### src/verilog/fineTimePkg.sv
// Shared widths, bus address map and packed types for the hit-timing block
// Window reset defaults for the electron, muon and pion classifiers
package fineTimePkg;

    localparam int WidthW = 8;
    localparam int TimeW  = 32;
    localparam int BusW   = 32;
    localparam int AddrW  = 8;
    localparam int CountW = 16;

    // Register map
    localparam logic [AddrW-1:0] WinElectronLo = 8'h00;
    localparam logic [AddrW-1:0] WinElectronHi = 8'h01;
    localparam logic [AddrW-1:0] WinMuonLo     = 8'h02;
    localparam logic [AddrW-1:0] WinMuonHi     = 8'h03;
    localparam logic [AddrW-1:0] WinPionLo     = 8'h04;
    localparam logic [AddrW-1:0] WinPionHi     = 8'h05;
    localparam logic [AddrW-1:0] ChanBase      = 8'h40;

    typedef struct packed {
        logic [AddrW-1:0] address;
        logic [BusW-1:0]  dataIn;
        logic             read;
        logic             write;
    } localBus_t;

    typedef struct packed {
        logic [WidthW-1:0] electronLo;
        logic [WidthW-1:0] electronHi;
        logic [WidthW-1:0] muonLo;
        logic [WidthW-1:0] muonHi;
        logic [WidthW-1:0] pionLo;
        logic [WidthW-1:0] pionHi;
    } pidWindows_t;

    typedef struct packed {
        logic electron;
        logic muon;
        logic pion;
    } pidFlags_t;

    typedef struct packed {
        logic electron;
        logic muon;
        logic pion;
        logic electronUp;
        logic electronDown;
        logic muonUp;
        logic muonDown;
        logic pionUp;
        logic pionDown;
    } pidSummary_t;

    localparam pidWindows_t WinDefaults = '{
        electronLo: 8'd2,  electronHi: 8'd4,
        muonLo:     8'd6,  muonHi:     8'd10,
        pionLo:     8'd12, pionHi:     8'd20
    };

endpackage

### src/verilog/particleCombiner.sv
// Group OR of the channel particle flags
// Totals over all groups, up from groups 0 and 2, down from groups 1 and 3
`timescale 1ns/1ps

module particleCombiner import fineTimePkg::*; #(
    parameter int NumChannels = 48,
    parameter int GroupSize   = 8
) (
    input  logic                              clk,
    input  logic                              arstN,
    input  pidFlags_t [NumChannels-1:0]       flags,
    output pidSummary_t                       summary
);

    localparam int NumGroups = NumChannels / GroupSize;

    pidFlags_t [NumGroups-1:0] groupFlags;
    pidSummary_t               summaryNext;

    always_comb begin
        groupFlags = '0;
        for (int c = 0; c < NumChannels; c++) begin
            groupFlags[c / GroupSize].electron |= flags[c].electron;
            groupFlags[c / GroupSize].muon     |= flags[c].muon;
            groupFlags[c / GroupSize].pion     |= flags[c].pion;
        end

        summaryNext = '0;
        for (int g = 0; g < NumGroups; g++) begin
            summaryNext.electron |= groupFlags[g].electron;
            summaryNext.muon     |= groupFlags[g].muon;
            summaryNext.pion     |= groupFlags[g].pion;
            if (g == 0 || g == 2) begin
                summaryNext.electronUp |= groupFlags[g].electron;
                summaryNext.muonUp     |= groupFlags[g].muon;
                summaryNext.pionUp     |= groupFlags[g].pion;
            end else if (g == 1 || g == 3) begin
                summaryNext.electronDown |= groupFlags[g].electron;
                summaryNext.muonDown     |= groupFlags[g].muon;
                summaryNext.pionDown     |= groupFlags[g].pion;
            end
        end
    end

    always_ff @(posedge clk or negedge arstN) begin
        if (!arstN) begin
            summary <= '0;
        end else begin
            summary <= summaryNext;
        end
    end

endmodule

### config.mk
export PLATFORM = sky130hd
export DESIGN_NAME = particleCombiner
export DESIGN_NICKNAME = d
export VERILOG_FILES = /design/src/verilog/fineTimePkg.sv /design/src/verilog/particleCombiner.sv
export SDC_FILE = /design/constraint.sdc
export NUM_CORES = 1
export LEC_CHECK = 0
export ABC_AREA = 1
export BUFFER_PORTS_ARGS = -buffer_cell sky130_fd_sc_hd__buf_4
export CAP_MARGIN = 20
export CORE_AREA = 2 2 60 62
export DETAILED_ROUTE_END_ITERATION = 6
export DIE_AREA = 0 0 62 64
export PLACE_DENSITY = 0.85
export SLEW_MARGIN = 20
export SYNTH_ARGS = -nofsm -noshare
export SYNTH_HDL_FRONTEND = slang
export SYNTH_SLANG_ARGS = --single-unit
### constraint.sdc
create_clock -name clk -period 0.8 [get_ports clk]
set_input_delay 0 -clock clk [delete_from_list [all_inputs] [get_ports clk]]
set_output_delay 0 -clock clk [all_outputs]
set_load 0.05 [all_outputs]
# == Word level (Yosys, flattened, before mapping) ==
# Index checks and enable logic that the tools add are counted.
# word_totals
output_inout_bits,9
elab_cells,156
regBits,9
# classes
bitwise,147
# op_table
cell,n
$or 1x1->1,147

# == Longest topological paths before layout ==
# depth
ltp_word,12
mapped_depth,6
ltp_nobuf,6

# == Worst setup path after synthesis ==
# No wires, ideal clock.
# synth_path
path_type,reg-to-output
start,register summary[0] (netlist bit)
end,output port summary[0] (netlist bit)
stages_incl_launch_ff,1
path_buffers,0
arrival_time_ns,0.586
setup_slack_ns,0.214
t_required_ns,0.800
cell_sequence,dfrtp_1
# synth_lines
item,line,rtl
"start, declared",particleCombiner.sv:12,output pidSummary_t summary
"start signal, assigned",particleCombiner.sv:49,summary <= summaryNext;
# No word-level cell between the ends.

# == Worst setup path in the final report ==
# layout_path
start,register summary[0] (netlist bit)
end,output port summary[0] (netlist bit)
# No word-level cell between the ends.

==> flow_summary.json <==
{
  "status": "complete, no violations",
  "critPathMaxStageDelay_ns": 0.38,
  "gp_congestion": 0.7339,
  "drive_gt1_share_pct": 53.87,
  "crit_required_ns": 0.80,
  "wl_mm": 3.283,
  "synth_area_leader_cell": "nor2_1",
  "end_kind": "primary output",
  "die_area_mm2": 0.003968,
  "grt_pass1_vias": 1274,
  "clock.fmax_ghz": 1.281,
  "cts_max_level": 1,
  "antenna_found_initial": 0,
  "drt_iter0_drc": 14,
  "dieWidth_um": 62,
  "nNetsFinal": 444,
  "diodes": 0,
  "yosysMostFrequentCell": "nor2_1",
  "hpwlAfterDp_mm": 2.984,
  "ios": 155,
  "clk_pin_slew_worst_paths_ns": 0.06,
  "top_register": "summary",
  "ys.flop_type": "dfrtp_1",
  "yosys.area_share.simple_pct": 69.23,
  "ir_drop_mv": 0.2752,
  "cts.path.max_buffers": 2,
  "max-cap-violations": 0,
  "synthesis.nets": 284,
  "n_fill_cell": 300,
  "portBuffers": 154,
  "fin_crit_ns": 0.7809,
  "synth_fa_ha_area_share_pct": 0,
  "root_buffer": "clkbuf_4",
  "drcViolationCount": 0,
  "row_count": 21,
  "syn2layout_area_growth_pct": 175.4,
  "grtUsageTotal_pct": 15.66,
  "initial_core_util_pct": 22.29,
  "synth.area.top_cells": "nor2_1 (46%), dfrtp_1 (31%), nand2_1 (15%)",
  "crit_fanout": 1,
  "worst_pin_slew_ns": 0.1337,
  "grt_max_degree": 10,
  "largest_reg_flops": 9,
  "grt_pass1_wl_mm": 4.788,
  "multiInputGateArea_um2": 506.7,
  "final_core_util_pct": 61.37,
  "synth.cell_area_um2": 732.0,
  "worstPathCellList": "buf_6",
  "pre_cts_ws_ns": 0.007850,
  "final_cell_area_mm2": 0.002016,
  "fin_total_pwr_mw": 1.437,
  "cts.sinks": 9,
  "placed_area_mm2": 0.001946,
  "report.final.setup_viol": 0,
  "hold_path_class": "in2reg",
  "synth_edf_count": 0,
  "via_count": 1356,
  "rsz0062_at_grt": "true",
  "cellLeakagePower_nw": 1.018,
  "dieHeight_um": 64,
  "core_area_mm2": 0.003284,
  "cts_buffers": 3,
  "cp.arrival_ns": 0.78,
  "synthMuxAreaShare_pct": 0,
  "relSlewSlack_pct": 91.05,
  "tritoncts": "yes",
  "slowest_stage": "dfrtp_1",
  "finalSetupTns_ns": 0,
  "critPathLaunchType": "flop",
  "synth_xor_area_share_pct": 0,
  "ys_top_cells_by_count": "nor2_1 (90), nand2_1 (30), dfrtp_1 (9)",
  "yosysWarnings": 0,
  "critical_path_class": "reg2out",
  "avgViaCountPerCell": 3.953,
  "ant_nets": 0,
  "yosysUniqueCellTypes": 5,
  "final_max_slew_viol_count": 0,
  "async_flop_share_pct": 100.0,
  "worst_slack_ns": 0.01912,
  "firstDrtPassIters": 4,
  "synthCells": 138,
  "synth_compound_area_share_pct": 0,
  "synth_top_area_share_pct": 46.15,
  "period_share_pct": 97.61,
  "ys_seq_elements": 9,
  "reg.largest.list": "summary (9)",
  "synth_top_family_by_area": "simple AND/OR/NAND/NOR gates",
  "finalHoldViolations": 0,
  "avgRoutedWirePerCell_um": 9.571,
  "crit_buf_inv": 1,
  "syn_area_per_cell_um2": 5.304,
  "regArea_um2": 225.2,
  "powerDensity_mw_per_mm2": 712.9,
  "critical_path.top_delay_family": "flip-flops",
  "ys_seq_area_share_pct": 30.77,
  "grt_overflow": 0
}
logic make-up after synthesis:
family           count (synthesis)
AND/OR/NAND/NOR                129
flip-flops                       9
placed cells by master, fill, tap and decap left out:
| cell | synthesis | final |
|---|---|---|
| nor2_1 | 90 | 90 |
| nand2_2 | 3 | 3 |
| buf_4 | 0 | 145 |
| clkbuf_4 | 0 | 3 |
| clkbuf_1 | 0 | 1 |
| nand2_1 | 30 | 30 |
| nand4_1 | 6 | 6 |
| buf_6 | 0 | 9 |
| dlygate4sd3_1 | 0 | 1 |
| dfrtp_1 | 9 | 9 |
worst paths after layout:
check                           start         end  slack, ns  cells after the start
setup / recovery           summary[0]  summary[0]       0.02                      1
hold / removal              flags[40]  summary[2]       0.02                      5
max in group asynchronous       arstN  summary[0]       0.56                      2
min in group asynchronous       arstN  summary[8]       0.10                      2
power breakdown:
group / switching (mW) / internal [mW]
clock network: 0.144 / 0.191
logic: 0.155 / 0.492
registers: 0.00000340 / 0.455
per-layer routing:
metal / wire (um) / vias up / GRT usage, %
li1: - / 743 / -
met1: 1109 / 527 / 15.08
met2: 1810 / 78 / 30.47
met3: 288 / 8 / 1.822
met4: 74 / 0 / 7.447
met5: 0 / - / 0
layout make-up:
type / instances / share of cell area [%]
Clock buffer: 4 / 1.304
Multi-Input combinational cell: 129 / 25.14
Sequential cell: 9 / 11.17
Tap cell: 46 / 2.855
Timing Repair Buffer: 155 / 59.53
metrics by stage:
stage | hold slack (ns) | std cells
detailed placement | -0.1706 | 338
CTS | 0.01713 | 343
global placement | -0.1717 | 338
floorplan | -0.2956 | 138
global route | 0.03803 | 343
finish | 0.02427 | 343
what timing repair did:
| item | CTS | global route |
|---|---|---|
| hold buffers | 1 | 0 |
| pin swaps | 0 | 0 |
| buffers inserted | 0 | 0 |
| hold endpoints to repair | 9 | 0 |
| endpoints found under the setup margin | 8 | 4 |
| resized for setup | 8 | 1 |
(Power assumes the default switching activity.)
