File: src/verilog/fineTimePkg.sv
// Shared widths, bus address map and packed types for the hit-timing block
// Window reset defaults for the electron, muon and pion classifiers
package fineTimePkg;

    localparam int WidthW = 8;
    localparam int TimeW  = 32;
    localparam int BusW   = 32;
    localparam int AddrW  = 8;
    localparam int CountW = 16;

    // Register map
    localparam logic [AddrW-1:0] WinElectronLo = 8'h00;
    localparam logic [AddrW-1:0] WinElectronHi = 8'h01;
    localparam logic [AddrW-1:0] WinMuonLo     = 8'h02;
    localparam logic [AddrW-1:0] WinMuonHi     = 8'h03;
    localparam logic [AddrW-1:0] WinPionLo     = 8'h04;
    localparam logic [AddrW-1:0] WinPionHi     = 8'h05;
    localparam logic [AddrW-1:0] ChanBase      = 8'h40;

    typedef struct packed {
        logic [AddrW-1:0] address;
        logic [BusW-1:0]  dataIn;
        logic             read;
        logic             write;
    } localBus_t;

    typedef struct packed {
        logic [WidthW-1:0] electronLo;
        logic [WidthW-1:0] electronHi;
        logic [WidthW-1:0] muonLo;
        logic [WidthW-1:0] muonHi;
        logic [WidthW-1:0] pionLo;
        logic [WidthW-1:0] pionHi;
    } pidWindows_t;

    typedef struct packed {
        logic electron;
        logic muon;
        logic pion;
    } pidFlags_t;

    typedef struct packed {
        logic electron;
        logic muon;
        logic pion;
        logic electronUp;
        logic electronDown;
        logic muonUp;
        logic muonDown;
        logic pionUp;
        logic pionDown;
    } pidSummary_t;

    localparam pidWindows_t WinDefaults = '{
        electronLo: 8'd2,  electronHi: 8'd4,
        muonLo:     8'd6,  muonHi:     8'd10,
        pionLo:     8'd12, pionHi:     8'd20
    };

endpackage

File: src/verilog/testMux.sv
// Two-stage registered test multiplexer for the channel time stamps
// Stage 1 picks within banks of 16, stage 2 picks the bank
`timescale 1ns/1ps

module testMux import fineTimePkg::*; #(
    parameter int NumChannels = 48
) (
    input  logic                              clk,
    input  logic                              arstN,
    input  logic [NumChannels-1:0][TimeW-1:0] stamps,
    input  logic [5:0]                        testChNum,
    output logic [TimeW-1:0]                  result
);

    localparam int BankSize = 16;
    localparam int NumBanks = 4;

    logic [NumBanks*BankSize-1:0][TimeW-1:0] stampPad;
    logic [NumBanks-1:0][TimeW-1:0]          bankQ;

    // Unused select codes see zero
    always_comb begin
        stampPad                   = '0;
        stampPad[NumChannels-1:0] = stamps;
    end

    always_ff @(posedge clk or negedge arstN) begin
        if (!arstN) begin
            bankQ <= '0;
        end else begin
            for (int b = 0; b < NumBanks; b++) begin
                bankQ[b] <= stampPad[b * BankSize + int'(testChNum[3:0])];
            end
        end
    end

    always_ff @(posedge clk or negedge arstN) begin
        if (!arstN) begin
            result <= '0;
        end else begin
            result <= bankQ[testChNum[5:4]];
        end
    end

endmodule
File: config.mk
export PLATFORM = sky130hd
export DESIGN_NAME = testMux
export DESIGN_NICKNAME = d
export VERILOG_FILES = /design/src/verilog/fineTimePkg.sv /design/src/verilog/testMux.sv
export SDC_FILE = /design/constraint.sdc
export NUM_CORES = 1
export LEC_CHECK = 0
export BUFFER_PORTS_ARGS = -buffer_cell sky130_fd_sc_hd__buf_2
export CORE_AREA = 2 2 606 608
export CTS_CLUSTER_DIAMETER = 40
export DETAILED_ROUTE_END_ITERATION = 16
export DIE_AREA = 0 0 608 610
export GPL_TIMING_DRIVEN = 0
export PLACE_DENSITY = 0.3
export SLEW_MARGIN = 20
export SYNTH_ARGS = -nofsm -noshare
export SYNTH_HDL_FRONTEND = slang
export SYNTH_SLANG_ARGS = --single-unit
File: constraint.sdc
create_clock -name clk -period 0.9 [get_ports clk]
set_clock_uncertainty 0.1 [all_clocks]
set_input_delay 0.135 -clock clk [delete_from_list [all_inputs] [get_ports clk]]
set_output_delay 0.135 -clock clk [all_outputs]
set_load 0.05 [all_outputs]
[Yosys cells after proc, flatten, opt, wreduce, memory -nomap -nowiden]
Index checks and enable logic that the tools add are counted.
Widths: inputs -> output; s select.
Operators by class
  add/sub/neg operators: 3
  $lt $le $gt $ge: 5
  multiplexer cells: 13
Operator list (count)
  $bmux 32 s6: 3
  $mux 32: 8
  $bmux 32 s4: 1
  $bmux 32 s2: 1
  $add 6x4->7 const A: 2
  $lt 7x7->1 const B: 2
  $lt 4x7->1 const B: 1
  $lt 6x7->1 const B: 1
  $add 5x4->6 const A: 1
  $lt 2x3->1 const B: 1
Word-level totals
  register bits: 160
  input port bits: 1544
  output and inout port bits: 32
  logic and storage cells: 26

[Logic depth before layout (Yosys ltp)]
  depth in word-level cells: 4
  depth in mapped cells: 6
  gate-level depth less buffers: 3

[Least setup slack after synthesis]
No wires, ideal clock.
  path type: input to register
  start: input testChNum[1]
  end: register bankQ[32] (netlist bit)
  library setup time: 0.124 ns
  arrival time: 1.343 ns
  required time: 0.676 ns
  slack: -0.667 ns
  stages: 6
  buffers on the path: 3
  cell sequence: buf_2 > buf_2 > clkbuf_1 > mux4_2 > a22oi_1 > nand2_1
On the way
  word-level cells in the longest chain between the ends: 4
Ends and longest elaborated chain
  start, declared: RTL line testMux.sv:11  | input logic [5:0] testChNum,
  $add 5x4->6: RTL line testMux.sv:32  | bankQ[b] <= stampPad[b * BankSize + int'(testChNum[3:0])];
  $bmux 32 s6: RTL line testMux.sv:32
  $mux 32 (not written as such) (2 in series): RTL line testMux.sv:32
  end signal, assigned by index: RTL line testMux.sv:32
  end, declared: RTL line testMux.sv:19  | logic [NumBanks-1:0][TimeW-1:0] bankQ;
No other way between the ends. The select of a mux whose other input is x is not followed.

[Worst setup path after layout]
  start: input testChNum[0]
  end: register bankQ[56] (netlist bit)
Same word-level chain as after synthesis.

==> impl_metrics.ini <==
[global_routing]
antenna_found_initial = 233
gr-total-overflow = 0
grt_pass1_vias = 21200
grtUsageTotal_pct = 13.8
grt_max_degree = 72
grt_pass1_wl_mm = 313

[flow_run]
drv_cap = 0

[clocking]
cts_tree = done
clock_path_buffers = 3
clock_sinks = 128
clock-root-buffer = clkbuf_16
numCtsBuffers = 25
ctsHtreeMaxLevel = 4
clock_latency_ns = 0.53
clk_pin_slew_worst_paths_ns = 0.06
hold_buffers = 1

[synth]
ys_types = 14
netlist.top_cell.by_area = mux4_2
ys_ff_latch = 128
yosys_warnings = 0
synth-seq-area-share_pct = 21.3
yosys-top-cells-area = mux4_2 (57%), dfrtp_1 (21%), a22oi_1 (9.6%)
synth_top_cell_area_share_pct = 57.4
synthCells = 1041
syn_nets = 2585
netlist_area_um2 = 15100
syn_avg_cell_area_um2 = 14.5

[setup_path]
crit_top_cell = buf_16
cp_top_family = buffers and inverters
path_buf_inv = 4
reg2reg_setup_slack_ns = -0.27
slowest_stage = mux4_2
cp-start-kind = primary input
crit_path_max_fanout = 7
cp.depth = 7
r2r_end = result[21]
worstPathArrival_ns = 2.05
crit_required_ns = 1.15
max_stage_delay_ns = 0.52
r2r_start = bankQ[21]
worstSetupPathType = in2reg
crit_chain = buf_16 -> buf_16 -> buf_12 -> buf_16 -> mux4_2 -> a22oi_2 -> nand2_4
ff2ff_path_depth = 2
critPathCaptureType = flip-flop

[route]
routed_wl_mm = 267
met2_length_mm = 139
wl_per_cell_um = 34.9
wl_met1_mm = 105
avgViaCountPerCell = 2.70
ant_nets = 0
drc = 0
highest_layer = met5
num_vias = 20700
first_pass_iters = 5
route.met3.wl_mm = 17.1
drtIter0Drc = 1336

[power_and_ir_drop]
ir_drop_mv = 0.683
finalPower_mw = 34.1
seq_power_share_pct = 22.5
p_sw_mw = 14.0
combPwrFrac_pct = 51.6
clockPowerShare_pct = 25.9
sw_frac_of_total_pct = 41.2
p_int_mw = 20.1
p_leak_nw = 13.7
power_density_nw_per_um2 = 994

[cells_and_area]
final_layout_size_suffix_gt1_share_pct = 90.9
final_nets = 4327
area_delta_synth_final_pct = 128
fillers = 42400
layout_common_cells = buf_2 (1542), mux4_2 (384), a22oi_2 (158)
final_common_cell = buf_2
design_area_um2 = 34300

[timing]
slew_viol_final = 0
hold_viol = 77
rsz0062_at_grt = yes
tightest_slew_ns = 0.896
post-route-min-period_ns = 1.80
max-slew-margin-rel_pct = 40.3
hold_ws_ns = -0.562
setup_viol = 157
finalCritPeriodShare_pct = 200
fmax_ghz = 0.556
timing.final.ws_setup_ns = -0.899

[placement]
io_buffers = 1572
dp_hpwl_mm = 241
routabilityCongestion = 0.989
placed_cell_area_um2 = 29600

[min_path]
hp-class = in2async

[die]
ioPinCount = 1576
die_y_um = 610
dieArea_um2 = 371000
core_um2 = 364000
rows = 222
start_util_pct = 4.13
die_w_um = 608

[status]
status = finished, violations left
violations = negative hold slack, negative setup slack
## power groups by stage
| stage | Sequential, mW | Combinational [mW] | Clock [mW] |
|---|---|---|---|
| 2_1_floorplan | 7.50 | 5.37 | 0 |
| 3_3_place_gp | 7.82 | 15.7 | 0 |
| 3_5_place_dp | 7.81 | 15.8 | 0 |
| 4_1_cts | 7.90 | 18.0 | 9.47 |
| 5_1_grt | 7.79 | 18.8 | 9.41 |
| 6_report | 7.66 | 17.6 | 8.84 |
## state kept, by name (all words and copies together) (netlist names)
name	flops
bankQ	96
result	32
## cell families after synthesis
logic type / Yosys count / synth area share [%]
AO/OA/AOI/OAI: 224 / 10.6
multiplexers: 416 / 59.6
AND/OR/NAND/NOR: 133 / 3.38
flip-flops: 128 / 21.3
buffers and inverters: 140 / 5.13
## synthesized netlist by cell type
| cell | number |
|---|---|
| a22oi_1 | 192 |
| and2_1 | 1 |
| buf_1 | 29 |
| buf_2 | 14 |
| buf_4 | 19 |
| buf_6 | 21 |
| clkbuf_1 | 57 |
| dfrtp_1 | 128 |
| mux2i_1 | 32 |
| mux4_2 | 384 |
| nand2_1 | 128 |
| nor2_1 | 1 |
| nor2b_1 | 3 |
| o21ai_0 | 32 |
## metrics by stage
step	cells	hold slack, ns	TNS, ns	setup WS (ns)	util [%]
6_report	7662	-0.562	-85.54	-0.899	9.42
3_3_place_gp	7429	0.368	-779.35	-5.46	8.05
5_1_grt	7626	-0.517	-94.40	-0.915	9.39
2_1_floorplan	1041	-0.261	-58.35	-0.610	-
3_5_place_dp	7438	0.0421	-274.33	-3.14	8.12
4_1_cts	7533	-0.554	-90.84	-0.929	9.13
## worst max-delay path by stage
stage	start	to	slack, ns
2_1_floorplan	testChNum[0]	bankQ[62]	-0.61
3_3_place_gp	testChNum[2]	bankQ[56]	-5.46
3_5_place_dp	testChNum[1]	bankQ[56]	-3.14
4_1_cts	testChNum[0]	bankQ[56]	-0.93
5_1_grt	testChNum[0]	bankQ[56]	-0.92
6_report	testChNum[0]	bankQ[56]	-0.90
## timing repair
action | in CTS | in global routing
endpoints found under the setup margin | 160 | 158
buffers inserted | 60 | 75
pin swaps | 117 | 75
resized for setup | 531 | 84
endpoints found under the hold margin | 95 | 67
cloned | 4 | 2
## metal layers
layer | up-vias | global-route usage [%]
met5 | - | 0
met4 | 102 | 2.53
met3 | 403 | 3.27
met2 | 1399 | 25.6
met1 | 10600 | 16.1
li1 | 8190 | -
## area by class of cell
| class | count | area (um2) | share of cell area (%) |
|---|---|---|---|
| Antenna cell | 58 | 145 | 0.423 |
| Buffer | 132 | 1770 | 5.16 |
| Clock buffer | 31 | 698 | 2.03 |
| Clock inverter | 1 | 5.00 | 0.0146 |
| Multi-Input combinational cell | 773 | 12300 | 35.9 |
| Sequential cell | 128 | 3240 | 9.44 |
| Tap cell | 4816 | 6030 | 17.6 |
| Timing Repair Buffer | 1723 | 10100 | 29.4 |
Note: power is estimated with default switching activity, not from simulation.
