[config.mk]
export PLATFORM = sky130hd
export DESIGN_NAME = busControl
export DESIGN_NICKNAME = d
export VERILOG_FILES = /design/src/verilog/fineTimePkg.sv /design/src/verilog/busControl.sv
export SDC_FILE = /design/constraint.sdc
export NUM_CORES = 1
export LEC_CHECK = 0
export BUFFER_PORTS_ARGS = -buffer_cell sky130_fd_sc_hd__buf_2
export CORE_AREA = 4 4 372 374
export CTS_CLUSTER_SIZE = 8
export DETAILED_ROUTE_END_ITERATION = 8
export DIE_AREA = 0 0 376 378
export PLACE_DENSITY = 0.3
export SLEW_MARGIN = 5
export SYNTH_ARGS = -nofsm -noshare
export SYNTH_HDL_FRONTEND = slang
export SYNTH_SLANG_ARGS = --single-unit
[constraint.sdc]
create_clock -name clk -period 6.72 [get_ports clk]
set_input_delay 1.344 -clock clk [delete_from_list [all_inputs] [get_ports clk]]
set_output_delay 1.344 -clock clk [all_outputs]
set_load 0.02 [all_outputs]
[src/verilog/fineTimePkg.sv]
// Shared widths, bus address map and packed types for the hit-timing block
// Window reset defaults for the electron, muon and pion classifiers
package fineTimePkg;

    localparam int WidthW = 8;
    localparam int TimeW  = 32;
    localparam int BusW   = 32;
    localparam int AddrW  = 8;
    localparam int CountW = 16;

    // Register map
    localparam logic [AddrW-1:0] WinElectronLo = 8'h00;
    localparam logic [AddrW-1:0] WinElectronHi = 8'h01;
    localparam logic [AddrW-1:0] WinMuonLo     = 8'h02;
    localparam logic [AddrW-1:0] WinMuonHi     = 8'h03;
    localparam logic [AddrW-1:0] WinPionLo     = 8'h04;
    localparam logic [AddrW-1:0] WinPionHi     = 8'h05;
    localparam logic [AddrW-1:0] ChanBase      = 8'h40;

    typedef struct packed {
        logic [AddrW-1:0] address;
        logic [BusW-1:0]  dataIn;
        logic             read;
        logic             write;
    } localBus_t;

    typedef struct packed {
        logic [WidthW-1:0] electronLo;
        logic [WidthW-1:0] electronHi;
        logic [WidthW-1:0] muonLo;
        logic [WidthW-1:0] muonHi;
        logic [WidthW-1:0] pionLo;
        logic [WidthW-1:0] pionHi;
    } pidWindows_t;

    typedef struct packed {
        logic electron;
        logic muon;
        logic pion;
    } pidFlags_t;

    typedef struct packed {
        logic electron;
        logic muon;
        logic pion;
        logic electronUp;
        logic electronDown;
        logic muonUp;
        logic muonDown;
        logic pionUp;
        logic pionDown;
    } pidSummary_t;

    localparam pidWindows_t WinDefaults = '{
        electronLo: 8'd2,  electronHi: 8'd4,
        muonLo:     8'd6,  muonHi:     8'd10,
        pionLo:     8'd12, pionHi:     8'd20
    };

endpackage

[src/verilog/busControl.sv]
// Local bus decoder with the six window registers
// Free-running coarse time counter shared by all channels
// Registered readback of windows and per-channel hit counts
`timescale 1ns/1ps

module busControl import fineTimePkg::*; #(
    parameter int NumChannels = 48
) (
    input  logic                                clk,
    input  logic                                arstN,
    input  localBus_t                           bus,
    input  logic [NumChannels-1:0][CountW-1:0]  hitCounts,
    output pidWindows_t                         windows,
    output logic [TimeW-1:0]                    timeNow,
    output logic [NumChannels-1:0]              countClear,
    output logic [BusW-1:0]                     dataOut
);

    logic [CountW-1:0] countRead;
    logic [BusW-1:0]   readData;

    // ------------------------------------------------------------------------
    // Channel count decode
    // ------------------------------------------------------------------------
    always_comb begin
        countRead  = '0;
        countClear = '0;
        for (int k = 0; k < NumChannels; k++) begin
            if (bus.address == AddrW'(ChanBase + k)) begin
                countRead     = hitCounts[k];
                countClear[k] = bus.write;
            end
        end
    end

    always_comb begin
        case (bus.address)
            WinElectronLo: readData = BusW'(windows.electronLo);
            WinElectronHi: readData = BusW'(windows.electronHi);
            WinMuonLo:     readData = BusW'(windows.muonLo);
            WinMuonHi:     readData = BusW'(windows.muonHi);
            WinPionLo:     readData = BusW'(windows.pionLo);
            WinPionHi:     readData = BusW'(windows.pionHi);
            // Zero when no channel matched either
            default:       readData = BusW'(countRead);
        endcase
    end

    // ------------------------------------------------------------------------
    // Window registers
    // ------------------------------------------------------------------------
    always_ff @(posedge clk or negedge arstN) begin
        if (!arstN) begin
            windows <= WinDefaults;
        end else if (bus.write) begin
            case (bus.address)
                WinElectronLo: windows.electronLo <= bus.dataIn[WidthW-1:0];
                WinElectronHi: windows.electronHi <= bus.dataIn[WidthW-1:0];
                WinMuonLo:     windows.muonLo     <= bus.dataIn[WidthW-1:0];
                WinMuonHi:     windows.muonHi     <= bus.dataIn[WidthW-1:0];
                WinPionLo:     windows.pionLo     <= bus.dataIn[WidthW-1:0];
                WinPionHi:     windows.pionHi     <= bus.dataIn[WidthW-1:0];
                default: ;
            endcase
        end
    end

    // Coarse time
    always_ff @(posedge clk or negedge arstN) begin
        if (!arstN) begin
            timeNow <= '0;
        end else begin
            timeNow <= timeNow + 1'b1;
        end
    end

    // Read data one cycle after the strobe, zero otherwise
    always_ff @(posedge clk or negedge arstN) begin
        if (!arstN) begin
            dataOut <= '0;
        end else if (bus.read) begin
            dataOut <= readData;
        end else begin
            dataOut <= '0;
        end
    end

endmodule

* Yosys cells after proc, flatten, opt, wreduce, memory -nomap -nowiden
Cells that the tools add are included.
Storage, ports and cells: flip-flop bits (word level) 112, input port bits 812, output and inout port bits 160, logic and storage cells 167
Operators by class: $add $sub $neg 1, eq/ne operators 53, multiplexer cells 98, reduce and logical (&&, ||, !) cells 7
Operators with widths (count):
- two-way mux 16 bit | 48
- == test 8 x 7 -> 1 bit, second input constant | 48
- case mux 16 bit (6 select lines) | 1
- two-way mux 1 bit | 48
- adder 32 x 1 -> 32 bit, second input constant | 1
- two-way mux 32 bit | 1
- == test 8 x 2 -> 1 bit, second input constant | 2
- == test 8 x 3 -> 1 bit, second input constant | 2
- AND reduction 2 bit | 6
- == test 8 x 1 -> 1 bit, second input constant | 1
- logical NOT 8 bit | 1

* Depth between registers and ports, before layout
depth after elaboration 51, gate-level depth with buffers 12, mapped depth without buffers 7

* Worst setup path before layout
No wires, ideal clock.
path type input to output, from input bus[38] (netlist name), to output countClear[10], arrival 3101 ps, data required time 5376 ps, path slack 2275 ps, stages 8, path buffers 5, cells stage by stage buf_2 > nor4b_1 > buf_2 > buf_2 > clkbuf_1 > nand2_1 > clkbuf_1 > nor2_1
On the way: cells in the longest elaborated chain, start to end 2
Ends and longest elaborated chain:
- start, declared | RTL line busControl.sv:11 | input localBus_t bus,
- == test 8 x 7 -> 1 bit | RTL line busControl.sv:29 | if (bus.address == AddrW'(ChanBase + k)) begin
- two-way mux 1 bit | RTL line busControl.sv:29
- end, declared | RTL line busControl.sv:15 | output logic [NumChannels-1:0] countClear,
Every way passes these cells.

* Final worst setup path
from input bus[37] (netlist name), to output countClear[41]
Same word-level chain as after synthesis.

==> impl_metrics.csv <==
group,metric,value,unit
outcome,status,"complete, no violations",
global_routing,grt_max_degree,65,
placement,numPortBuffers,931,
finish,post-route-util,0.1420,
global_routing,grt_use_total,0.2192,
setup_path,cp_max_fo,49,
run,max_cap_viol_count,0,
routing,drt-total-wl,164100,um
sta,maxSlewHeadroom,0.04010,
power_and_ir_drop,p_sw,0.8315,mW
sta,rsz0062_at_grt,"no",
floorplan,die_area,0.1421,sq mm
clock_tree,cts.path.max_buffers,2,
sta,worst_pin_slew,1425,ps
setup_path,crit_arrival,4160,ps
synthesis,yosys.area.top_type,"dfrtp_1",
synthesis,synth_seq_area_share,0.2127,
sta,finalHoldViolCount,0,
synthesis,synth_async_sr_flop_share,1.000,
global_routing,overflow,0,
finish,multi_input_comb_area,0.008272,sq mm
clock_tree,h-tree-depth,3,
clock_tree,clk_pin_slew,90,ps
finish,ff_latch_area,0.002415,sq mm
synthesis,synth_top_area_frac,0.1896,
setup_path,r2r-start,"timeNow[2]$_DFF_PN0_",
placement,place_congestion,0.9028,
sta,tns,0,ps
worst_hold_path,min-delay-start,"timeNow[31]$_DFF_PN0_",
floorplan,initial_core_util,0.08411,
finish,finalNetCount,3157,
routing,wl_per_cell,39.39,um
setup_path,critical_path_class,"input port to output pin",
setup_path,reg2reg_depth,7,
setup_path,endpoint_kind,"output pin",
routing,vias_per_cell,4.252,
clock_tree,cts_resized,0,
synthesis,ys_top_cells_by_area,"dfrtp_1 19%, a22oi_1 7.0%, mux2_2 6.3%, a221oi_1 4.1%, o21ai_0 3.7%",
sta,finalClockSkew,15.48,ps
synthesis,syn_area_per_cell,8.167,sq um
synthesis,ys_ff_latch,96,
power_and_ir_drop,p_int,1.225,mW
routing,dr.pass1.iters,7,
synthesis,synthFlopType,"dfrtp_1",
sta,fin_crit,5506,ps
clock_tree,numCtsBuffers,9,
global_routing,antenna_found_initial,95,
synthesis,synth-edff-count,0,
clock_tree,post_cts_buffers,0,
clock_tree,cts.sinks,96,
power_and_ir_drop,seqPwrFrac,0.297,
floorplan,pin_count,972,
sta,fin_crit_sh,0.8193,
floorplan,row_count,135,
clock_tree,clkLatencyLatePin,380,ps
sta,setup_viol_count_final,0,
synthesis,syn_area,0.01135,sq mm
placement,place_hpwl,138900,um
worst_hold_path,holdCritPathClass,"flop to flop",
power_and_ir_drop,p_comb_frac,0.409,
routing,drt_iter0_markers,1750,
global_routing,first_global_vias,18060,
power_and_ir_drop,p_total,2.057,mW
setup_path,critPathLaunchType,"input port",
finish,area_growth,68.87,%
power_and_ir_drop,peakVddDrop,0.0001216,V
routing,ant_nets,0,
power_and_ir_drop,leakagePower,8.624,nW
setup_path,worstPathRequired,5380,ps
synthesis,ys_warn_count,0,
worst_hold_path,whs_path_depth,1,
clock_tree,ctsHoldBuffers,0,
synthesis,postSynthCellCount,1390,
floorplan,die_h,378,um
sta,slew_violations,0,
routing,vias,17720,
setup_path,reg2reg_slack,4270,ps
setup_path,timing.rr.end,"timeNow[31]$_DFF_PN0_",
global_routing,grt_first_pass_wirelength,202200,um
finish,drive_gt1_frac,0.5241,
clock_tree,cts-root-buf,"clkbuf_16",
routing,drcViolationCount,0,
floorplan,die_width,376,um
power_and_ir_drop,p_per_area,107.3,mW/mm^2
synthesis,synth_most_common_cell,"a22oi_1",
synthesis,synthTopCellsByCount,"106 x a22oi_1, 103 x nor2_1, 92 x nand2_1",
clock_tree,cts_tree,"yes",
synthesis,yosysUniqueCellTypes,95,
power_and_ir_drop,swShare,0.4043,
sta,fmax,181.6,MHz
power_and_ir_drop,clkPwrFrac,0.294,
finish,fillers,15800,
floorplan,core_area,0.1350,sq mm
worst_hold_path,hold_end,"timeNow[31]$_DFF_PN0_",
## area by class of cell
| type | instances | area share |
|---|---|---|
| multi-input cells | 1152 | 0.4315 |
| repair buffers | 1077 | 0.3030 |
| flip-flops and latches | 96 | 0.1260 |
| well taps | 1781 | 0.1162 |
| clock buffers | 9 | 0.01175 |
| clock inverters | 7 | 0.005156 |
| diodes | 37 | 0.004830 |
| inverters | 8 | 0.001566 |
## routing by layer
layer	track usage	up-vias	routed length [um]
li1	-	7580	-
met1	0.2746	9002	67900
met2	0.3943	935	82590
met3	0.04362	154	10970
met4	0.03388	46	2362
met5	0	-	300
## worst max path at each step
stage                  from              endpoint  slack (ps)
global route        bus[37]        countClear[41]        1150
floorplan           bus[38]        countClear[10]        2270
global placement    bus[37]  dataOut[1]$_DFF_PN0_        1140
CTS                 bus[37]        countClear[41]        1170
detailed placement  bus[37]  dataOut[1]$_DFF_PN0_        1170
finish              bus[37]        countClear[41]        1210
## per-stage QoR
step / area, sq um / hold WS, ps / std cells / worst slack [ps]
floorplan: 11410 / 577.7 / 1405 / 2275
global placement: 18750 / 453.1 / 4114 / 1138
detailed placement: 18750 / 458.0 / 4114 / 1170
CTS: 19080 / 474.0 / 4130 / 1173
global route: 19100 / 495.9 / 4138 / 1153
finish: 19170 / 465.8 / 4167 / 1214
## flip-flops by register name, summed over array words and instances (netlist names)
name	count
dataOut	16
timeNow	32
windows	48
## critical path: stages
cell and delay, ps:
buf_4 590, nor4bb_4 1320, buf_4 380, and3_1 170, buf_2 200
## layout by cell type (no fill, tap or decap), types with 23 or more instances in the layout
| cell type | n |
|---|---|
| buf_4 | 147 |
| and3_1 | 49 |
| a31oi_1 | 27 |
| nand3_1 | 40 |
| o21ai_0 | 85 |
| nand2_1 | 92 |
| a221oi_1 | 53 |
| mux2_2 | 64 |
| nor3_1 | 25 |
| o22ai_1 | 23 |
| a22oi_1 | 106 |
| a21oi_1 | 70 |
| buf_2 | 926 |
| diode_2 | 37 |
| nor2_1 | 98 |
| xnor2_1 | 25 |
| dfrtp_1 | 86 |
| a222oi_1 | 31 |
| a22o_1 | 32 |
## cell families (layout without fill, tap and decap cells)
group           count (synthesis)  in the layout  share of synthesized area
compound gates                581            581                     0.3775
mux                            90             90                    0.09302
other cells                     1             53                  0.0003303
simple gates                  434            434                     0.2165
buf+inv                       157           1101                    0.07572
flops                          96             96                     0.2127
fa+ha+maj                       1              1                   0.001102
xor+xnor                       30             30                    0.02315
## power by group through the flow
stage	Combinational, mW	Sequential (mW)	Clock [mW]
finish	0.842	0.611	0.604
detailed placement	0.852	0.622	0
CTS	0.856	0.611	0.621
global placement	0.851	0.622	0
floorplan	0.257	0.642	0
global route	0.888	0.613	0.645
Power figures use the tool's default switching activity.
