### src/verilog/fineTimePkg.sv
// Shared widths, bus address map and packed types for the hit-timing block
// Window reset defaults for the electron, muon and pion classifiers
package fineTimePkg;

    localparam int WidthW = 8;
    localparam int TimeW  = 32;
    localparam int BusW   = 32;
    localparam int AddrW  = 8;
    localparam int CountW = 16;

    // Register map
    localparam logic [AddrW-1:0] WinElectronLo = 8'h00;
    localparam logic [AddrW-1:0] WinElectronHi = 8'h01;
    localparam logic [AddrW-1:0] WinMuonLo     = 8'h02;
    localparam logic [AddrW-1:0] WinMuonHi     = 8'h03;
    localparam logic [AddrW-1:0] WinPionLo     = 8'h04;
    localparam logic [AddrW-1:0] WinPionHi     = 8'h05;
    localparam logic [AddrW-1:0] ChanBase      = 8'h40;

    typedef struct packed {
        logic [AddrW-1:0] address;
        logic [BusW-1:0]  dataIn;
        logic             read;
        logic             write;
    } localBus_t;

    typedef struct packed {
        logic [WidthW-1:0] electronLo;
        logic [WidthW-1:0] electronHi;
        logic [WidthW-1:0] muonLo;
        logic [WidthW-1:0] muonHi;
        logic [WidthW-1:0] pionLo;
        logic [WidthW-1:0] pionHi;
    } pidWindows_t;

    typedef struct packed {
        logic electron;
        logic muon;
        logic pion;
    } pidFlags_t;

    typedef struct packed {
        logic electron;
        logic muon;
        logic pion;
        logic electronUp;
        logic electronDown;
        logic muonUp;
        logic muonDown;
        logic pionUp;
        logic pionDown;
    } pidSummary_t;

    localparam pidWindows_t WinDefaults = '{
        electronLo: 8'd2,  electronHi: 8'd4,
        muonLo:     8'd6,  muonHi:     8'd10,
        pionLo:     8'd12, pionHi:     8'd20
    };

endpackage

### src/verilog/hitChannel.sv
// One discriminator channel
// Two-flop synchronizer, edge detect and saturating width counter
// Rise time stamp, particle window classifier and hit counter
`timescale 1ns/1ps

module hitChannel import fineTimePkg::*; (
    input  logic              clk,
    input  logic              arstN,
    input  logic              dIn,
    input  pidWindows_t       windows,
    input  logic [TimeW-1:0]  timeNow,
    input  logic              countClear,
    output pidFlags_t         flags,
    output logic [TimeW-1:0]  stamp,
    output logic [CountW-1:0] hitCount
);

    logic              sync0;
    logic              sync1;
    logic              sync2;
    logic              rise;
    logic              fall;
    logic [WidthW-1:0] widthCnt;
    logic [TimeW-1:0]  riseTime;

    function automatic logic inWindow(input logic [WidthW-1:0] width,
                                      input logic [WidthW-1:0] lo,
                                      input logic [WidthW-1:0] hi);
        return (width >= lo) && (width <= hi);
    endfunction

    assign rise = sync1 & ~sync2;
    assign fall = ~sync1 & sync2;

    // ------------------------------------------------------------------------
    // Synchronizer and width measurement
    // ------------------------------------------------------------------------
    always_ff @(posedge clk or negedge arstN) begin
        if (!arstN) begin
            sync0    <= 1'b0;
            sync1    <= 1'b0;
            sync2    <= 1'b0;
            widthCnt <= '0;
        end else begin
            sync0 <= dIn;
            sync1 <= sync0;
            sync2 <= sync1;
            if (rise) begin
                widthCnt <= WidthW'(1);
            end else if (sync1 && widthCnt != '1) begin
                widthCnt <= widthCnt + 1'b1;
            end
        end
    end

    always_ff @(posedge clk) begin
        if (rise) begin
            riseTime <= timeNow;
        end
    end

    // ------------------------------------------------------------------------
    // Classification at the falling edge
    // ------------------------------------------------------------------------
    always_ff @(posedge clk or negedge arstN) begin
        if (!arstN) begin
            flags    <= '0;
            stamp    <= '0;
            hitCount <= '0;
        end else begin
            flags <= '0;
            if (fall) begin
                flags.electron <= inWindow(widthCnt, windows.electronLo, windows.electronHi);
                flags.muon     <= inWindow(widthCnt, windows.muonLo, windows.muonHi);
                flags.pion     <= inWindow(widthCnt, windows.pionLo, windows.pionHi);
                stamp          <= riseTime;
            end
            // Clear wins over a hit in the same cycle
            if (countClear) begin
                hitCount <= '0;
            end else if (fall) begin
                hitCount <= hitCount + 1'b1;
            end
        end
    end

endmodule

### config.mk
export PLATFORM = sky130hd
export DESIGN_NAME = hitChannel
export DESIGN_NICKNAME = d
export VERILOG_FILES = /design/src/verilog/fineTimePkg.sv /design/src/verilog/hitChannel.sv
export SDC_FILE = /design/constraint.sdc
export NUM_CORES = 1
export LEC_CHECK = 0
export BUFFER_PORTS_ARGS = -buffer_cell sky130_fd_sc_hd__buf_4
export CORE_MARGIN = 2
export CORE_UTILIZATION = 56
export DETAILED_ROUTE_END_ITERATION = 6
export GPL_ROUTABILITY_DRIVEN = 0
export GPL_TIMING_DRIVEN = 0
export PLACE_DENSITY = 0.93
export RECOVER_POWER = 100
export SYNTH_ARGS = -nofsm -noshare
export SYNTH_HDL_FRONTEND = slang
export SYNTH_SLANG_ARGS = --single-unit
### constraint.sdc
create_clock -name clk -period 4.45 [get_ports clk]
set_input_delay 0.2225 -clock clk [delete_from_list [all_inputs] [get_ports clk]]
set_output_delay 0.2225 -clock clk [all_outputs]
set_load 0.1 [all_outputs]
# Word-level counts from Yosys, hierarchy flattened
# Cells that the tools add are included.
[totals]
output_inout_bits = 51
input_bits = 84
mem_bits_ro = 0
mem_count = 0
ram_bits = 0
word_cells = 34
latch_bits = 0
register_bits = 94
[classes]
mux = 5
n_div = 0
shifts = 0
bitwise = 4
multipliers = 0
addsub = 2
magnitude_cmp = 6
reduce_logical = 6
n_eq_ne = 1
[op_table]
columns = ["op", "count"]
rows = [
  ["2-to-1 mux 16 bit", 2],
  [">= comparator 8 bit", 3],
  ["less-or-equal comparator 8 bit", 3],
  ["adder 16 x 1 -> 16 bit (second input constant)", 1],
  ["2-to-1 mux 8 bit", 2],
  ["adder 8 x 1 -> 8 bit (second input constant)", 1],
  ["inequality test 8 bit (second input constant)", 1],
  ["logical AND 1 bit", 4],
  ["nonzero test 2 bit", 2],
  ["2-to-1 mux 3 bit", 1],
  ["AND 1 bit", 2],
  ["inverter 1 bit", 2],
]

# Logic depth before layout (Yosys ltp)
[depth]
depth_word = 4
ltp_mapped = 6
mapped_depth_nobuf = 6

# Least setup slack after synthesis
# No wires, ideal clock.
[synth_path]
kind = "reg2reg"
start = "reg hitCount[0]"
end = "reg hitCount[14]"
arrival_time_ns = 2.294
required_time_ns = 4.372
path_stages_with_launch = 6
setup_time_ns = 0.078
n_path_buf = 0
slack_ns = 2.077
synth_period_minus_slack_ns = 2.373
path_cell_list = "dfrtp_1 > ha_1 > and4b_1 > nand3_1 > or4_1 > a21oi_1"
[synth_via]
elab_chain_cells = 3
[synth_lines]
columns = ["item", "line", "rtl"]
rows = [
  ["start: declaration", "hitChannel.sv:15", "output logic [CountW-1:0] hitCount"],
  ["start signal: assignment", "hitChannel.sv:82", "hitCount <= hitCount + 1'b1;"],
  ["adder 16 x 1 -> 16 bit", "hitChannel.sv:82", ""],
  ["2-to-1 mux 16 bit", "hitChannel.sv:81", "end else if (fall) begin"],
  ["2-to-1 mux 16 bit", "hitChannel.sv:79", "if (countClear) begin"],
]
# No other way between the ends. The select of a mux whose other input is x is not followed.
# A chain may end at the register's enable or synchronous reset.

# Worst setup path after layout
[layout_path]
start = "reg sync1"
end = "reg riseTime[26] (enable)"
[layout_via]
elab_chain_cells = 1
[layout_lines]
columns = ["item", "line", "rtl"]
rows = [
  ["start: declaration", "hitChannel.sv:19", "logic sync1;"],
  ["start signal: assignment", "hitChannel.sv:46", "sync1 <= sync0;"],
  ["AND 1 bit", "hitChannel.sv:32", "assign rise = sync1 & ~sync2;"],
  ["via rise", "hitChannel.sv:21", "logic rise;"],
  ["end signal: assignment", "hitChannel.sv:58", "riseTime <= timeNow;"],
  ["end: declaration", "hitChannel.sv:24", "logic [TimeW-1:0] riseTime;"],
]
# The timed path passes the listed nets, and every way through them passes these cells.

==> summary.md <==
| Metric | Value |
|---|---|
| Mapped Area | `roughly 4800 um2` |
| DP Wirelength | `7810 um` |
| Fin crit share | `51.4%` |
| Hold Path Class | `primary input to flip-flop` |
| Vias/cell | `5.28` |
| Setup TNS | `0 ps` |
| Sequential area share after synthesis | `about 53%` |
| Routed WL | `10,700 um` |
| Reg2reg start | `sync1` |
| Antenna cell count | `0` |
| Fin area | `5900 um2` |
| Final total power | `0.00213 W` |
| Layout cells sized above 1 | `16.1%` |
| Initial antenna violation count | `0` |
| Area Overhead vs Synth | `23.7%` |
| Worst-skew pair later-pin latency | `360 ps` |
| Post-CTS Setup Bufs | `0` |
| Initial core utilization | `58.0%` |
| # IOs | `135` |
| Cell Rows | `33` |
| Tightest Pin Transition | `1260 ps` |
| Via Count | `~3,800` |
| FF+latch count, synth | `94` |
| Leakage | `2.92 nW` |
| Clk sinks | `94` |
| Worst R2R Path Depth | `3` |
| First-pass GRT wire length | `17,300 um` |
| Avg WL per Cell | `roughly 15 um` |
| Setup-failing EPs final | `0` |
| Worst path arrival time | `2260 ps` |
| Cells after Synth | `472` |
| Placed cell area | `just under 6000 um2` |
| Fin cells | `between 700 and 800` |
| Final hold violations | `0` |
| Status | `completed` |
| GRT Residual Overflow | `0` |
| Core area | `8220 um2` |
| Vias in the first global route | `about 4,000` |
| Relative slew slack | `15.6%` |
| Post-synthesis net count | `~610` |
| Die width | `96.3 um` |
| Min cycle time layout | `2290 ps` |
| CTS tree | `built` |
| CTS resizes | `0` |
| Mean area per synthesized cell | `10.1 um2` |
| CP Data Required Time | `4430 ps` |
| Placed insts | `710` |
| Leading cell type in the layout, fill and taps excluded | `nand2_1` |
| Final Util | `71.8%` |
| Post-DRT Antenna Nets | `0` |
| Crit Path Max Fanout | `33` |
| Max clock buf depth | `2` |
| Worst setup path class | `flip-flop to flip-flop` |
| DRC errors left | `0` |
| PD cells | `roughly 360 nW/um2` |
| Drt first pass iters | `5` |
| H-tree levels | `3` |
| Most frequent cells in the layout | `nand2_1 (114), clkbuf_1 (65), dfrtp_1 (62), inv_1 (51), ha_1 (50)` |
| Startpoint types | `flip-flop` |
| Max cap viols | `0` |
| CTS root buffer | `clkbuf_8` |
| Clock Skews | `14.8 ps` |
| Crit path to | `riseTime[26]` |
| Die Y-Extent | `96.3 um` |
| Fin nets | `around 750` |
| Port Buffer Count | `133` |
| Fmax | `around 440 MHz` |
| Drt first-iter violations | `219` |
| Num CTS Buffers | `9` |
| Worst setup EP type | `flip-flop` |
| Unique masters post-synth | `45` |
| RSZ-0062 raised after global routing | `false` |
| Worst Setup SP | `sync1` |
| Yosys warnings | `0` |
| Flop2flop setup slack | `2160 ps` |
| Die footprint | `9260 um2` |
| Reg2reg end | `riseTime[26]` |
| Worst vdd ir | `0.000290 V` |
| Largest net degree at the start of global routing | `63` |
| Slew Limit Fails | `0` |
| Clock transition at path regs | `110 ps` |
| GRT Resource Usage Total | `between 20% and 30%` |
[logic make-up after synthesis]
group	synth area share, %
compound gates	7.82
xor+xnor	1.65
flops	52.7
fa+ha+maj	13.1
mux	0.866
buf+inv	5.20
simple gates	18.6
[metal layers]
layer / track usage, % / vias up / share of wire (%)
met5: 0 / - / 0
met4: 9.52 / 0 / 1.7
met3: 6.19 / 20 / 6.3
met2: 42.7 / 137 / 51
met1: 28.3 / 1783 / 41
li1: - / 1902 / -
[cell type report]
class                   instances  area [um2]
plain buffers                  13        48.8
clock buffers                   9         124
clock inverters                 7        75.1
fillers                       606        2320
inverters                      51         191
multi-input cells             314        1990
flip-flops and latches         94        2510
well taps                     105         131
repair buffers                135         823
[registers in the layout, indices dropped and copies added (netlist names)]
signal    count
flags         3
hitCount     16
riseTime     32
stamp        32
sync0         1
sync1         1
sync2         1
widthCnt      8
[critical path: stages (launching register included)]
cell and delay (ps):
dfrtp_1 420, clkbuf_1 340, nand2b_1 180, inv_1 940
[worst min path at each step]
stage	startpoint	to	slack, ps	cells after the start
2_1_floorplan	arstN	flags[0]	-70	0
3_3_place_gp	dIn	sync0	330	1
3_5_place_dp	dIn	sync0	340	1
4_1_cts	timeNow[28]	riseTime[28]	9	1
5_1_grt	timeNow[1]	riseTime[1]	30	1
6_report	timeNow[29]	riseTime[29]	50	1
[timing repair]
action                                  in CTS  in global routing
endpoints found under the hold margin       63                  0
endpoints found under the setup margin       0                  0
hold buffers                                 2                  0
[where the power goes]
group	leakage, nW	total, W	switching (W)	internal [W]
Sequential	1.10	0.00101	0.0000554	0.000954
Clock	0.0981	0.000552	0.000331	0.000221
Combinational	1.72	0.000571	0.000428	0.000144
[synthesized netlist by cell type (all sizes together)]
master     n  area (um2)
buf        2        15.0
a211oi     1        7.51
nor2b      4        25.0
dfrtp     62        1550
a31oi      5        31.3
a21boi     2        15.0
o21ai     13        65.1
a22oi      1        7.51
inv       51         191
nor2      18        67.6
o211ai     2        15.0
clkbuf    11        41.3
a2111o     2        22.5
nor3       4        20.0
o31ai      3        22.5
o221ai     1        8.76
nor4       3        18.8
a21o       1        7.51
o2bb2ai    1        8.76
or2b       1        7.51
edfxtp    32         961
and4       3        26.3
nand2b     8        50.1
a311oi     2        17.5
mux2       1        11.3
a21oi     24         120
and4b      1        10.0
xnor2      5        43.8
xor2       4        35.0
or4        4        33.8
ha        50         626
a31o       1        8.76
or3        1        6.26
nor3b      1        7.51
nand3      7        35.0
nand2    114         428
nand3b     1        20.0
mux2i      3        30.0
o21a       2        15.0
and2       3        18.8
and3       4        25.0
nand4     13        87.6
[metrics by stage]
step,hold slack (ps),setup slack [ps]
final,46.6,2160
after detailed placement,336,2190
after global routing,30.6,1930
after floorplan,-73.1,2080
after global placement,334,2260
after CTS,9.08,2150
No activity file was read; power rests on OpenSTA's default activity.
